File: config.mk
export PLATFORM = sky130hd
export DESIGN_NAME = smem_router
export DESIGN_NICKNAME = d
export VERILOG_FILES = /design/src/hw/mem_unit_pkg.sv /design/src/hw/smem_router.sv
export SDC_FILE = /design/constraint.sdc
export NUM_CORES = 1
export LEC_CHECK = 0
export BUFFER_PORTS_ARGS = -buffer_cell sky130_fd_sc_hd__buf_4
export CAP_MARGIN = 20
export CORE_AREA = 2 2 112 114
export DETAILED_ROUTE_END_ITERATION = 10
export DIE_AREA = 0 0 114 116
export PLACE_DENSITY = 0.45
export SETUP_SLACK_MARGIN = 0.15
export SLEW_MARGIN = 20
export SYNTH_ARGS = -nofsm -noshare
export SYNTH_HDL_FRONTEND = slang
export SYNTH_SLANG_ARGS = --single-unit
File: constraint.sdc
create_clock -name vclk -period 1.4
set_input_delay 0.35 -clock vclk [all_inputs]
set_output_delay 0.35 -clock vclk [all_outputs]
set_load 0.005 [all_outputs]
File: src/hw/mem_unit_pkg.sv
`default_nettype none

package mem_unit_pkg;

    localparam int ADDR_W     = 16;
    localparam int DATA_W     = 32;
    localparam int BYTES      = 4;
    localparam int TAG_W      = 4;
    localparam int SMEM_DEPTH = 256;
    localparam int CTR_W      = 32;

    // Upper address bits that select the shared-memory window
    localparam int SMEM_SEL_W = 8;
    localparam logic [SMEM_SEL_W-1:0] SMEM_BASE = 8'hFF;

    // Source bit kept in the low position of the memory tag
    localparam logic SRC_FETCH = 1'b0;
    localparam logic SRC_DATA  = 1'b1;

    typedef logic [ADDR_W-1:0] addr_t;
    typedef logic [DATA_W-1:0] data_t;
    typedef logic [BYTES-1:0]  byteen_t;
    typedef logic [TAG_W-1:0]  tag_t;
    typedef logic [TAG_W:0]    mem_tag_t;
    typedef logic [CTR_W-1:0]  ctr_t;

    typedef struct packed {
        logic    rw;
        byteen_t byteen;
        addr_t   addr;
        data_t   data;
        tag_t    tag;
    } core_req_t;

    typedef struct packed {
        data_t data;
        tag_t  tag;
    } core_rsp_t;

    // Same as the core request with the source bit appended to the tag
    typedef struct packed {
        logic     rw;
        byteen_t  byteen;
        addr_t    addr;
        data_t    data;
        mem_tag_t mem_tag;
    } mem_req_t;

    typedef struct packed {
        data_t    data;
        mem_tag_t mem_tag;
    } mem_rsp_t;

    typedef struct packed {
        ctr_t reads;
        ctr_t writes;
        ctr_t stalls;
        ctr_t latency;
    } perf_t;

endpackage

`default_nettype wire

File: src/hw/smem_router.sv
`default_nettype none

module smem_router (
    input  logic                   clk,
    input  logic                   reset,

    input  logic                   req_valid,
    input  mem_unit_pkg::core_req_t req,
    output logic                   req_ready,

    output logic                   rsp_valid,
    output mem_unit_pkg::core_rsp_t rsp,
    input  logic                   rsp_ready,

    output logic                   smem_req_valid,
    output mem_unit_pkg::core_req_t smem_req,
    input  logic                   smem_req_ready,

    input  logic                   smem_rsp_valid,
    input  mem_unit_pkg::core_rsp_t smem_rsp,
    output logic                   smem_rsp_ready,

    output logic                   ext_req_valid,
    output mem_unit_pkg::core_req_t ext_req,
    input  logic                   ext_req_ready,

    input  logic                   ext_rsp_valid,
    input  mem_unit_pkg::core_rsp_t ext_rsp,
    output logic                   ext_rsp_ready
);

    logic is_smem;

    // Window decode on the top address bits
    assign is_smem = req.addr[mem_unit_pkg::ADDR_W-1 -: mem_unit_pkg::SMEM_SEL_W]
                     == mem_unit_pkg::SMEM_BASE;

    assign smem_req_valid = req_valid && is_smem;
    assign ext_req_valid  = req_valid && !is_smem;
    assign smem_req       = req;
    assign ext_req        = req;
    assign req_ready      = is_smem ? smem_req_ready : ext_req_ready;

    // Shared memory wins the response merge and external waits
    assign rsp_valid      = smem_rsp_valid || ext_rsp_valid;
    assign rsp            = smem_rsp_valid ? smem_rsp : ext_rsp;
    assign smem_rsp_ready = rsp_ready;
    assign ext_rsp_ready  = rsp_ready && !smem_rsp_valid;

    // A stalled request holds so its target stays fixed
    a_req_held: assert property (
        @(posedge clk) disable iff (reset)
        (req_valid && !req_ready) |=> (req_valid && $stable(req))
    );

endmodule

`default_nettype wire

==> metrics.md <==
| Metric | Value |
|---|---|
| Area delta synth->final | `59.0%` |
| Routed wire length per instance | `12.8 um` |
| CP Max Fanout | `7` |
| IO buf count | `144` |
| Initial Utilization | `12.0%` |
| Category of the worst setup path launch point | `input pin` |
| Cell area power density | `312 nW/um2` |
| Slew @ Worst Pin | `132 ps` |
| Min Hold Slack | `700 ps` |
| Max Slew Vio Count | `0` |
| Category of the most critical setup path | `input pin to output pin` |
| Area of the multi-input gates | `607 um2` |
| Count of maximum capacitance violations | `0` |
| Setup WS pre-CTS | `-110 ps` |
| Internal Pwr Total | `520 uW` |
| Number of standard-cell rows in the floorplan | `40` |
| Per-instance average area after synthesis | `8.76 um2` |
| GR Util All Layers | `5.63%` |
| Total Routed Length | `4500 um` |
| Most common cell after layout, fill and taps aside | `sky130_fd_sc_hd__buf_4` |
| GR Overflow Total | `0` |
| Fill cell total of the finished layout | `1298` |
| Switching part of the total | `26.6%` |
| Hold violation count in the final report | `0` |
| Crit-path max cell delay | `300 ps` |
| Kind of cell adding the most delay to the critical path | `buffers and inverters` |
| List of cells traversed by the critical path | `buf_12, buf_12, buf_16, mux2_4, buf_6` |
| Status | `finished, violations left` |
| Overall power after layout | `709 uW` |
| Least setup slack across all paths after layout | `-109 ps` |
| Largest net degree at the start of global routing | `8` |
| RSZ-0062 raised after global routing | `true` |
| Iteration count of the initial detailed-routing pass | `2` |
| Switching Power | `189 uW` |
| Largest vdd supply drop | `0.0672 mV` |
| Hold Crit Class | `input pin to output pin` |
| Leakage component of the power | `0.00118 uW` |
| Most frequent cells in the layout | `sky130_fd_sc_hd__buf_4 (107), sky130_fd_sc_hd__buf_6 (44), sky130_fd_sc_hd__mux2_4 (37), sky130_fd_sc_hd__buf_12 (4), sky130_fd_sc_hd__buf_8 (3)` |
| Num sequential | `0` |
| Post-detailed-route DRC marker count | `0` |
| Post-layout min period | `1510 ps` |
| Total via count in the routed design | `1167` |
| Syn nets | `300` |
| # diodes | `0` |
| Max Fclk | `663 MHz` |
| Worst path bufs/invs | `4` |
| Worst EP required | `1050 ps` |
| Final core utilization | `19.1%` |
| Total Nets Final | `343` |
| Most frequent CP cell | `sky130_fd_sc_hd__buf_12` |
| Share of layout cells above drive strength 1 | `98.5%` |
| Count of different cell masters after synthesis | `10` |
| Antenna-violating nets left | `0` |
| Antenna violations before repair | `0` |
| Number of cells traversed by the worst hold path | `0` |
| Violated checks | `negative setup slack` |
| Final Cycle Share | `108%` |
| Sequential-to-total area share from yosys stat | `0%` |
| Crit. End Element | `output pin` |
| CTS Hold Bufs | `0` |
| Crit path DAT | `1160 ps` |
| Drt initial violations | `9` |
| Clock buf count | `0` |
| Area enclosed by the die boundary | `13200 um2` |
| Via density | `3.32` |
| Count of cell instances traversed by the critical path | `5` |
| Routability congestion estimate | `0.610` |
| Flop pwr share | `0%` |
| Number of global-route vias before repair | `1150` |
| Cell area after synthesis | `1430 um2` |
| Ports placed on the boundary | `293` |
| Die boundary width | `114 um` |
| FF+latch area | `0 um2` |
| Vert. Die Dim | `116 um` |
| Slew margin rel. | `91.2%` |
| Area of the placeable core | `11900 um2` |
| Clock power share | `0%` |
| First-pass GRT wire length | `5930 um` |
| Critical Path Slowest Stage Cell | `sky130_fd_sc_hd__mux2_4` |
| Post-synthesis cell count | `163` |
| Yosys synthesis warning count | `0` |
| Endpoints failing setup | `9` |
| Combinational cell fraction of total power | `100.0%` |
==> metrics by stage <==
stage	TNS, ps	instances	cell area, um2
finish	-629	351	2270
global route	-973	351	2270
CTS	-983	351	2170
detailed placement	-2450	347	1910
global placement	-2190	347	1910
floorplan	0	163	1460
==> final cells by class <==
class                      instances  share of cell area, %
multi-input combinational         44                   26.7
tap                              147                   8.10
timing repair buffer             160                   65.2
==> cells in the mapped netlist <==
cell / count / area share [%]
sky130_fd_sc_hd__nand4_1: 2 / 0.88
sky130_fd_sc_hd__buf_4: 115 / 60
sky130_fd_sc_hd__or2_2: 1 / 0.44
sky130_fd_sc_hd__nor2_1: 1 / 0.26
sky130_fd_sc_hd__buf_2: 1 / 0.35
sky130_fd_sc_hd__nor2b_1: 2 / 0.88
sky130_fd_sc_hd__mux2_2: 19 / 15
sky130_fd_sc_hd__mux2_4: 18 / 19
sky130_fd_sc_hd__and2_1: 1 / 0.44
sky130_fd_sc_hd__buf_6: 3 / 2.4
==> worst paths after layout <==
check / start / endpoint / slack, ps
worst max-delay path: smem_rsp_valid / rsp[28] / -110
worst min-delay path: req[55] / ext_req[55] / 700
==> cell families (layout without fill, tap and decap cells) <==
group / count (synthesis) / count (layout) / share of synthesized area (%)
mux: 37 / 37 / 33.9
simple gates: 7 / 7 / 2.89
buf+inv: 119 / 160 / 63.2
==> power groups by stage <==
stage                     logic [uW]  registers [uW]  clock network, uW
after floorplan                  442               0                  0
after global placement           571               0                  0
after detailed placement         572               0                  0
after CTS                        676               0                  0
after global routing             754               0                  0
final                            709               0                  0
==> layer usage <==
metal	vias up	track usage (%)	share of wire [%]	routed length (um)
li1	496	-	-	-
met1	494	5.13	28	1240
met2	145	10.7	50	2250
met3	32	2.30	17	787
met4	0	3.01	5.0	223
met5	-	0	0	0
==> timing repair <==
item / in CTS / in global routing
buffers inserted: 2 / 0
gates cloned: 2 / 0
endpoints found under the hold margin: 0 / 0
resized for setup: 48 / 27
setup endpoints to repair: 40 / 41
pin swaps: 3 / 1
(Power assumes the default switching activity.)
