==> src/hw/mem_unit_pkg.sv <==
`default_nettype none

package mem_unit_pkg;

    localparam int ADDR_W     = 16;
    localparam int DATA_W     = 32;
    localparam int BYTES      = 4;
    localparam int TAG_W      = 4;
    localparam int SMEM_DEPTH = 256;
    localparam int CTR_W      = 32;

    // Upper address bits that select the shared-memory window
    localparam int SMEM_SEL_W = 8;
    localparam logic [SMEM_SEL_W-1:0] SMEM_BASE = 8'hFF;

    // Source bit kept in the low position of the memory tag
    localparam logic SRC_FETCH = 1'b0;
    localparam logic SRC_DATA  = 1'b1;

    typedef logic [ADDR_W-1:0] addr_t;
    typedef logic [DATA_W-1:0] data_t;
    typedef logic [BYTES-1:0]  byteen_t;
    typedef logic [TAG_W-1:0]  tag_t;
    typedef logic [TAG_W:0]    mem_tag_t;
    typedef logic [CTR_W-1:0]  ctr_t;

    typedef struct packed {
        logic    rw;
        byteen_t byteen;
        addr_t   addr;
        data_t   data;
        tag_t    tag;
    } core_req_t;

    typedef struct packed {
        data_t data;
        tag_t  tag;
    } core_rsp_t;

    // Same as the core request with the source bit appended to the tag
    typedef struct packed {
        logic     rw;
        byteen_t  byteen;
        addr_t    addr;
        data_t    data;
        mem_tag_t mem_tag;
    } mem_req_t;

    typedef struct packed {
        data_t    data;
        mem_tag_t mem_tag;
    } mem_rsp_t;

    typedef struct packed {
        ctr_t reads;
        ctr_t writes;
        ctr_t stalls;
        ctr_t latency;
    } perf_t;

endpackage

`default_nettype wire

==> src/hw/mem_perf_counters.sv <==
`default_nettype none

module mem_perf_counters (
    input  logic                clk,
    input  logic                reset,

    input  logic                mem_req_valid,
    input  logic                mem_req_ready,
    input  logic                mem_req_rw,

    input  logic                mem_rsp_valid,
    input  logic                mem_rsp_ready,

    output mem_unit_pkg::perf_t perf
);

    mem_unit_pkg::ctr_t outstanding;

    logic req_fire;
    logic rd_fire;
    logic rsp_fire;

    assign req_fire = mem_req_valid && mem_req_ready;
    assign rd_fire  = req_fire && !mem_req_rw;
    assign rsp_fire = mem_rsp_valid && mem_rsp_ready;

    // Reads in flight, only reads ever get a response
    always_ff @(posedge clk) begin
        if (reset) begin
            outstanding <= '0;
        end else if (rd_fire && !rsp_fire) begin
            outstanding <= outstanding + 1'b1;
        end else if (rsp_fire && !rd_fire) begin
            outstanding <= outstanding - 1'b1;
        end
    end

    always_ff @(posedge clk) begin
        if (reset) begin
            perf <= '0;
        end else begin
            if (rd_fire) begin
                perf.reads <= perf.reads + 1'b1;
            end
            if (req_fire && mem_req_rw) begin
                perf.writes <= perf.writes + 1'b1;
            end
            if (mem_req_valid && !mem_req_ready) begin
                perf.stalls <= perf.stalls + 1'b1;
            end
            // Sum of the in-flight count before this edge
            perf.latency <= perf.latency + outstanding;
        end
    end

    a_no_underflow: assert property (
        @(posedge clk) disable iff (reset)
        rsp_fire |-> (outstanding != '0)
    );

endmodule

`default_nettype wire

==> config.mk <==
export PLATFORM = sky130hd
export DESIGN_NAME = mem_perf_counters
export DESIGN_NICKNAME = d
export VERILOG_FILES = /design/src/hw/mem_unit_pkg.sv /design/src/hw/mem_perf_counters.sv
export SDC_FILE = /design/constraint.sdc
export NUM_CORES = 1
export LEC_CHECK = 0
export BUFFER_PORTS_ARGS = -buffer_cell sky130_fd_sc_hd__clkbuf_2
export CAP_MARGIN = 20
export CORE_MARGIN = 2
export CORE_UTILIZATION = 37
export CTS_CLUSTER_SIZE = 16
export DETAILED_ROUTE_END_ITERATION = 12
export SLEW_MARGIN = 20
export SYNTH_ARGS = -nofsm -noshare
export SYNTH_HDL_FRONTEND = slang
export SYNTH_SLANG_ARGS = --single-unit
==> constraint.sdc <==
create_clock -name clk -period 7.8 [get_ports clk]
set_input_delay 1.56 -clock clk [delete_from_list [all_inputs] [get_ports clk]]
set_output_delay 1.56 -clock clk [all_outputs]
set_load 0.005 [all_outputs]
==> impl_metrics.ini <==
[worst_setup_path]
required_ps = 8070
rr_startpoint = outstanding[0]
start_kind = input port
cp-startpoint = mem_req_ready
crit_slowest_cell = ha_1
path_delay_family = compound AO/OA/AOI/OAI gates
cp_cell_sequence = clkbuf_2 -> nand2_1 -> nor2_2 -> ha_2 -> inv_1 -> ha_1 -> a2111oi_0 -> o21ai_0 -> nand3_1 -> a21oi_1 -> a311oi_1 -> a41oi_1 -> mux2i_1 -> xor2_1 -> nor2_1
criticalPathCategory = input port to flop
end_kind = flop
slowest_delay_ps = 470
crit_arrival_ps = 4960
crit_buf_inv = 2
critical_path_peak_fanout = 16

[power_and_ir_drop]
switching_power_mw = 1.29
p_clk_frac = 0.255
p_sw_frac = 0.396
p_leak_nw = 4.55
p_int_mw = 1.97
p_seq_frac = 0.315
peakVddDrop_uv = 140
powerDensity_nw_per_um2 = 305
p_total_mw = 3.26
comb_power_share = 0.430

[logic_synthesis]
async_reset_ff_frac = 0
synth_area_um2 = 9110
synth_seq_cells = 160
yosysWarnings = 0
synth_top_area_cell = dfxtp_1
synth_ff_type = dfxtp_1
ys_top_cells_by_area = dfxtp_1 (35%), ha_1 (8.9%), xor2_1 (8.0%)
synth-edff-count = 0
yosysMostFrequentCell = nor2_1
synth_common_cells = nor2_1 (169), dfxtp_1 (160), nand2_1 (102), a21oi_1 (100), xor2_1 (83)
postSynthNetCount = 1199
yosys.area.top_type_share = 0.351
syn_inst = 1125
yosysSeqAreaShare = 0.351
synthDistinctLibCells = 57
synth_area_per_cell_um2 = 8.10

[timing]
worst_slew_pin_slew_ps = 1010
slew_viol_final = 0
setup_violations = 0
worst_slack_ps = 3120
period_needed_ps = 4680
finClkSkew_ps = 13.4
relSlewSlack = 0.330
setup_tns_ps = 0
fin_crit_sh = 0.600
fmax_mhz = 214
whs_ps = 508
rsz0062_at_grt = false
hold_viol_final = 0

[layout]
drive_gt1_frac = 0.149
fin_nets = 1319
layout.area.seq_um2 = 3200
fin_util = 0.440
multi_input_area_um2 = 5700
fillers = 2475
areaGrowthSynthToFinish_pct = 17.1
antenna_cells = 0

[clock_tree]
cts-buffers-inserted = 17
cts_root_buf = clkbuf_16
clock-sinks = 160
clk-insertion-delay-late_ps = 430
ctsHtreeMaxLevel = 4
hold_buffers = 0
clkTransAtPathRegs_ps = 70
cts_setup_buffers = 0
cts_tree = yes
clockBufferDepth = 2
cts_resized = 0

[floorplanning]
io_pins = 135
start_util = 0.376
dieHeight_um = 161
dieArea_um2 = 25900
die_w_um = 161
core_um2 = 24200
core.rowCount = 57

[placement]
io_buffers = 134
hpwlAfterDp_um = 15900
pre_cts_slack_ps = 2350
routabilityCongestion = 0.843

[detailed_routing]
drt_first_pass_iters = 4
dr.max_layer_used = met4
dr_wl_met2_um = 10000
drt_iter0_markers = 429
wl_per_cell_um = 13.7
wl_um = 21700
via_per_inst = 5.13
wl_met1_um = 10500
ant_nets = 0
vias = 8119
drc = 0
wl_met3_um = 832

[run_status]
outcome = finished clean

[grt]
gr-total-overflow = 0
grt_pass1_wl_um = 36500
grt_max_degree = 95
antenna_found_initial = 0
grt_pass1_vias = 7444
grt_util_all_layers = 0.169

[flow_run]
cap_violations = 0

[worst_hold_path]
holdCritPathClass = flop to flop
worstHoldStart = perf[113]
[layout make-up]
| class | instances | area share |
|---|---|---|
| timing repair buffer | 136 | 0.0652 |
| inverter | 22 | 0.00774 |
| clock inverter | 15 | 0.0152 |
| tap | 324 | 0.0380 |
| sequential | 160 | 0.300 |
| multi-input combinational | 908 | 0.534 |
| clock buffer | 17 | 0.0399 |
[worst paths after layout]
| check | end | slack, ps | depth (start not counted) |
|---|---|---|---|
| setup / recovery | outstanding[31] | 3120 | 15 |
| hold / removal | perf[113] | 510 | 2 |
| setup reg to reg | perf[24] | 4420 | 12 |
| hold reg to reg | perf[113] | 510 | 2 |
[per-stage QoR]
stage / instances / cell area [um2]
2_1_floorplan: 1125 / 9110
3_3_place_gp: 1549 / 10100
3_5_place_dp: 1549 / 10100
4_1_cts: 1581 / 10700
5_1_grt: 1582 / 10700
6_report: 1582 / 10700
[kinds of logic (layout without fill, tap and decap cells)]
group	Yosys count	in the layout	share of synthesized area
AOI/OAI and AO/OA	252	252	0.167
xor gates and xnor gates	119	119	0.114
adders and majority gates	67	67	0.0936
buffers and inverters	57	190	0.0240
DFF	160	160	0.351
muxes	8	8	0.00879
and+or+nand+nor	462	462	0.241
[state kept, by name, summed over array words and instances (netlist names)]
register     cells
outstanding     32
perf           128
[layout by cell type (no fill, tap or decap), types with 9 or more instances in the layout]
master	synthesis	routed
clkbuf_16	0	17
o211ai_1	14	14
dfxtp_1	160	160
inv_1	22	22
nand4_1	26	26
ha_1	65	64
nand3_1	41	41
a21o_1	26	26
or3_1	23	23
o21ai_0	56	56
nor2b_1	14	14
nor3_1	22	22
nor2_1	169	169
clkbuf_2	0	133
a21oi_1	100	100
o21a_1	9	9
and3_1	22	22
xnor2_1	36	36
xor2_1	83	83
nand2_1	102	102
[routing by layer]
| metal | track usage | vias to the layer above |
|---|---|---|
| met2 | 0.268 | 131 |
| met4 | 0.0580 | 0 |
| met5 | 0 | - |
| met3 | 0.0320 | 28 |
| met1 | 0.229 | 3721 |
| li1 | - | 4239 |
[power by group through the flow]
stage,clock network [mW],logic [mW],registers (mW)
5_1_grt,0.893,1.59,1.04
4_1_cts,0.863,1.39,1.03
2_1_floorplan,0,1.10,1.02
6_report,0.830,1.40,1.03
3_5_place_dp,0,1.38,1.05
3_3_place_gp,0,1.38,1.05
[worst reg2reg max path, cell delays in order (launching register included)]
cell,delay (ps)
dfxtp_1,440
ha_1,240
inv_1,60
fa_1,380
nor2b_1,160
o21a_1,160
o21ai_0,110
a21boi_0,370
o211ai_1,250
o21ai_0,610
a41oi_1,230
xor2_1,160
nor2_1,50
Power figures use the tool's default switching activity.
