===== config.mk =====
export PLATFORM = sky130hd
export DESIGN_NAME = mem_arb
export DESIGN_NICKNAME = d
export VERILOG_FILES = /design/src/hw/mem_unit_pkg.sv /design/src/hw/mem_arb.sv
export SDC_FILE = /design/constraint.sdc
export NUM_CORES = 1
export LEC_CHECK = 0
export BUFFER_PORTS_ARGS = -buffer_cell sky130_fd_sc_hd__buf_4
export CAP_MARGIN = 0
export CORE_AREA = 4 4 113 115
export CTS_CLUSTER_DIAMETER = 40
export DETAILED_ROUTE_END_ITERATION = 12
export DIE_AREA = 0 0 117 119
export SLEW_MARGIN = 20
export SYNTH_ARGS = -nofsm -noshare
export SYNTH_HDL_FRONTEND = slang
export SYNTH_SLANG_ARGS = --single-unit
export TNS_END_PERCENT = 100

===== constraint.sdc =====
create_clock -name clk -period 2.1 [get_ports clk]
set_input_delay 0.105 -clock clk [delete_from_list [all_inputs] [get_ports clk]]
set_output_delay 0.105 -clock clk [all_outputs]
set_load 0.01 [all_outputs]

===== src/hw/mem_unit_pkg.sv =====
`default_nettype none

package mem_unit_pkg;

    localparam int ADDR_W     = 16;
    localparam int DATA_W     = 32;
    localparam int BYTES      = 4;
    localparam int TAG_W      = 4;
    localparam int SMEM_DEPTH = 256;
    localparam int CTR_W      = 32;

    // Upper address bits that select the shared-memory window
    localparam int SMEM_SEL_W = 8;
    localparam logic [SMEM_SEL_W-1:0] SMEM_BASE = 8'hFF;

    // Source bit kept in the low position of the memory tag
    localparam logic SRC_FETCH = 1'b0;
    localparam logic SRC_DATA  = 1'b1;

    typedef logic [ADDR_W-1:0] addr_t;
    typedef logic [DATA_W-1:0] data_t;
    typedef logic [BYTES-1:0]  byteen_t;
    typedef logic [TAG_W-1:0]  tag_t;
    typedef logic [TAG_W:0]    mem_tag_t;
    typedef logic [CTR_W-1:0]  ctr_t;

    typedef struct packed {
        logic    rw;
        byteen_t byteen;
        addr_t   addr;
        data_t   data;
        tag_t    tag;
    } core_req_t;

    typedef struct packed {
        data_t data;
        tag_t  tag;
    } core_rsp_t;

    // Same as the core request with the source bit appended to the tag
    typedef struct packed {
        logic     rw;
        byteen_t  byteen;
        addr_t    addr;
        data_t    data;
        mem_tag_t mem_tag;
    } mem_req_t;

    typedef struct packed {
        data_t    data;
        mem_tag_t mem_tag;
    } mem_rsp_t;

    typedef struct packed {
        ctr_t reads;
        ctr_t writes;
        ctr_t stalls;
        ctr_t latency;
    } perf_t;

endpackage

`default_nettype wire


===== src/hw/mem_arb.sv =====
`default_nettype none

module mem_arb (
    input  logic                   clk,
    input  logic                   reset,

    input  logic                   fetch_req_valid,
    input  mem_unit_pkg::core_req_t fetch_req,
    output logic                   fetch_req_ready,

    output logic                   fetch_rsp_valid,
    output mem_unit_pkg::core_rsp_t fetch_rsp,
    input  logic                   fetch_rsp_ready,

    input  logic                   data_req_valid,
    input  mem_unit_pkg::core_req_t data_req,
    output logic                   data_req_ready,

    output logic                   data_rsp_valid,
    output mem_unit_pkg::core_rsp_t data_rsp,
    input  logic                   data_rsp_ready,

    output logic                   mem_req_valid,
    output mem_unit_pkg::mem_req_t mem_req,
    input  logic                   mem_req_ready,

    input  logic                   mem_rsp_valid,
    input  mem_unit_pkg::mem_rsp_t mem_rsp,
    output logic                   mem_rsp_ready
);

    // Set when data has priority on the next conflict
    logic                    prio_data;
    // Grant frozen while the mem port stalls
    logic                    locked;
    logic                    locked_data;
    logic                    grant_fetch;
    logic                    grant_data;
    logic                    rsp_src;
    mem_unit_pkg::core_req_t win;

    assign grant_data  = locked ? locked_data
                                : data_req_valid && (!fetch_req_valid || prio_data);
    assign grant_fetch = fetch_req_valid && !grant_data;

    assign fetch_req_ready = grant_fetch && mem_req_ready;
    assign data_req_ready  = grant_data && mem_req_ready;

    assign win           = grant_data ? data_req : fetch_req;
    assign mem_req_valid = fetch_req_valid || data_req_valid;

    always_comb begin
        mem_req.rw      = win.rw;
        mem_req.byteen  = win.byteen;
        mem_req.addr    = win.addr;
        mem_req.data    = win.data;
        mem_req.mem_tag = {win.tag, grant_data ? mem_unit_pkg::SRC_DATA
                                               : mem_unit_pkg::SRC_FETCH};
    end

    // Pointer flips away from whoever just transferred
    always_ff @(posedge clk) begin
        if (reset) begin
            prio_data <= 1'b0;
        end else if (mem_req_valid && mem_req_ready) begin
            prio_data <= grant_fetch;
        end
    end

    // Keep the stalled winner so a late arrival cannot swap the payload
    always_ff @(posedge clk) begin
        if (reset) begin
            locked      <= 1'b0;
            locked_data <= 1'b0;
        end else begin
            locked      <= mem_req_valid && !mem_req_ready;
            locked_data <= grant_data;
        end
    end

    assign rsp_src = mem_rsp.mem_tag[0];

    assign fetch_rsp_valid = mem_rsp_valid && (rsp_src == mem_unit_pkg::SRC_FETCH);
    assign data_rsp_valid  = mem_rsp_valid && (rsp_src == mem_unit_pkg::SRC_DATA);
    assign fetch_rsp.data  = mem_rsp.data;
    assign fetch_rsp.tag   = mem_rsp.mem_tag[mem_unit_pkg::TAG_W:1];
    assign data_rsp.data   = mem_rsp.data;
    assign data_rsp.tag    = mem_rsp.mem_tag[mem_unit_pkg::TAG_W:1];
    assign mem_rsp_ready   = (rsp_src == mem_unit_pkg::SRC_DATA) ? data_rsp_ready
                                                                 : fetch_rsp_ready;

    a_grant_valid: assert property (
        @(posedge clk) disable iff (reset)
        grant_data |-> data_req_valid
    );

    a_mem_req_held: assert property (
        @(posedge clk) disable iff (reset)
        (mem_req_valid && !mem_req_ready) |=> (mem_req_valid && $stable(mem_req))
    );

endmodule

`default_nettype wire


==> results.toml <==
[status]
outcome = "completed"

[synthesis]
synth_enable_flop_cells = 0
synth_seq_area_share = 0.04167
synth.largest_area_cell = "sky130_fd_sc_hd__mux2_2"
synth_seq_cells = 3
syn-instance-count = 156
synth_area_per_cell_um2 = 9.240
synthArstFlopShare = 0
yosys-top-cells-count = "sky130_fd_sc_hd__buf_4, sky130_fd_sc_hd__mux2_2, sky130_fd_sc_hd__buf_6, sky130_fd_sc_hd__dfxtp_1"
synthTopCellsByArea = "sky130_fd_sc_hd__mux2_2, sky130_fd_sc_hd__buf_4, sky130_fd_sc_hd__buf_6, sky130_fd_sc_hd__dfxtp_1, sky130_fd_sc_hd__o21ai_4"
synth_most_common_cell = "sky130_fd_sc_hd__buf_4"
synth_flop_cell = "sky130_fd_sc_hd__dfxtp_1"
synth.net_count = 315
synth-warning-count = 0
synth_top_area_frac = 0.4531
synth.cell_area_mm2 = 0.001441
synth.distinct_cells = 17

[finish]
multiInputGateArea_um2 = 762.0
fin_nets = 428
drive_gt1_frac = 0.9403
area_growth_syn_to_layout_pct = 73.78
insertedDiodeCount = 0
seqCellArea_um2 = 60.06
nFillCells = 1300

[sta]
final-max-slew-violation-count = 0
timing.max_slew.rel_slack = 0.7847
final.setup.worst_slack_ns = 0.2592
final_hold_viol_count = 0
setup_viol = 0
min_period_over_period = 0.8766
min_period_ns = 1.841
grt_setup_unrepaired = "false"
tightestPinTransition_ns = 0.3230
fmaxAchievable_mhz = 543.3
fin_setup_tns_ns = 0
finalClockSkew_ns = 0.001351

[clock_network]
tritoncts = "yes"
post_cts_setup_driven_buffer_insertion_count = 0
clock_latency_on_the_worst_skew_pair_ns = 0.22
ctsHtreeMaxLevel = 1
numCtsBuffers = 3
cts.sinks = 3
number_of_instances_resized_during_post_cts_repair = 0
post_cts_hold_fix_bufs = 0
cts.root.buffer_cell = "sky130_fd_sc_hd__clkbuf_16"
max-clock-path-buffers = 2
clk_transition_reported_paths_ns = 0.03

[routing]
antenna_violating_nets_post_route = 0
via_per_inst = 3.446
drt_iter0_drc = 13
finalWirelength_mm = 5.212
vias = 1430
first_pass_iters = 3
detail_route.wl_per_cell_um = 12.56
drc = 0

[setup_path]
critPathBufInv = 2
timing.critical_path.max_delay_family = "buffers and inverters"
worst_ep_arrival_time_ns = 1.74
worstPathCellList = "nand2b_4 > o21ai_4 > buf_12 > mux2_2 > buf_4"
required_ns = 2.00
crit_path_max_incr_delay_ns = 0.40
classification_of_the_worst_setup_path = "reg -> out"
maximum_fanout_along_the_worst_path = 60
kind_of_capture_point_of_the_worst_setup_path = "primary output"
cpMaxStageDelayCell = "sky130_fd_sc_hd__mux2_2"
worst_setup_path_start_kind = "flop"

[power_and_ir_drop]
seq_power_share = 0.066
p_sw_frac = 0.2691
switchingPower_uw = 255.3
clock_power_share = 0.319
worst_ir_drop_vdd_uv = 164.4
report.power.total_uw = 948.8
power.static_leakage_uw = 0.001226
internal-power_uw = 693.5
power.density_cell_area_mw_per_mm2 = 378.8
power.share.combinational = 0.615

[min_path]
worst_hold_path_type = "in -> reg"

[grt]
number_of_antenna_violations_at_the_first_check_in_global_routing = 0
global_route.overflow_total = 0
grt_pass1_wl_mm = 6.906
grt_start_max_net_pins = 61
grt_use_total = 0.06208
vias_in_the_first_global_route = 1504

[placed_design]
dp_worst_slack_ns = 0.4835
dp_hpwl_mm = 4.577
gp_congestion = 0.7475
place.port_buffers = 186

[die]
start_util = 0.1220
dieArea_mm2 = 0.01392
floorplan.rows = 40
core-area_mm2 = 0.01181
fp.dieW_um = 117
pin_count = 295
dieHeight_um = 119

[job]
max_cap_violations = 0
worst paths after layout:
check                         startpoint                     end  slack, ns  cells past startpoint
hold reg to reg   prio_data$_SDFFE_PP0P_  prio_data$_SDFFE_PP0P_       0.48                      2
setup / recovery       locked$_SDFF_PP0_             mem_req[15]       0.26                      5
hold / removal                     reset  locked_data$_SDFF_PP0_       0.06                      2
setup reg to reg       locked$_SDFF_PP0_  locked_data$_SDFF_PP0_       0.95                      4
power groups by stage:
stage	combinational, uW	clock (uW)	sequential [uW]
final	584	302	62.6
after global routing	626	316	63.2
after CTS	596	307	62.6
after detailed placement	594	0	63.4
after global placement	586	0	63.2
after floorplan	388	0	63.0
layer usage:
layer | vias to the layer above | part of all wire | track usage
met2 | 114 | 0.55 | 0.1305
met1 | 628 | 0.28 | 0.04959
met3 | 11 | 0.16 | 0.02439
met4 | 0 | 0.0098 | 0.01792
li1 | 677 | - | -
met5 | - | 0 | 0
registers in the layout, summed over array words and instances, names as in the netlist:
| register | flops |
|---|---|
| locked_data | 1 |
| prio_data | 1 |
| locked | 1 |
layout make-up:
class / count / area share
multi-input cells: 73 / 0.3042
well taps: 147 / 0.07343
repair buffers: 187 / 0.5654
inverters: 1 / 0.001499
flip-flops and latches: 3 / 0.02398
clock buffers: 4 / 0.03147
metrics by stage:
step / std cells / hold WS (ns) / instance area [um^2] / util
floorplan: 156 / 0.1741 / 1441 / -
global placement: 411 / 0.2101 / 2426 / 0.2054
global route: 415 / 0.06256 / 2505 / 0.2121
CTS: 415 / 0.05703 / 2505 / 0.2121
finish: 415 / 0.05966 / 2505 / 0.2121
detailed placement: 411 / 0.2101 / 2426 / 0.2054
cells by family after synthesis:
family	share of synthesized area
flip-flops	0.04167
AND/OR/NAND/NOR	0.05730
buffers and inverters	0.4297
multiplexers	0.4531
AO/OA/AOI/OAI	0.01823
layout by cell type (no fill, tap or decap):
cell type / instances
sky130_fd_sc_hd__or2_2: 1
sky130_fd_sc_hd__nor3b_1: 1
sky130_fd_sc_hd__clkbuf_16: 3
sky130_fd_sc_hd__mux2_2: 58
sky130_fd_sc_hd__o21ai_4: 1
sky130_fd_sc_hd__nand2_1: 2
sky130_fd_sc_hd__nor2b_2: 1
sky130_fd_sc_hd__clkbuf_1: 1
sky130_fd_sc_hd__nand3b_1: 1
sky130_fd_sc_hd__nand4_1: 1
sky130_fd_sc_hd__dfxtp_1: 3
sky130_fd_sc_hd__buf_4: 186
sky130_fd_sc_hd__o21ai_0: 1
sky130_fd_sc_hd__and2_1: 2
sky130_fd_sc_hd__inv_1: 1
sky130_fd_sc_hd__nor2b_1: 2
sky130_fd_sc_hd__buf_12: 1
sky130_fd_sc_hd__a21oi_1: 1
sky130_fd_sc_hd__nand2b_4: 1
No activity file was read; power rests on OpenSTA's default activity.
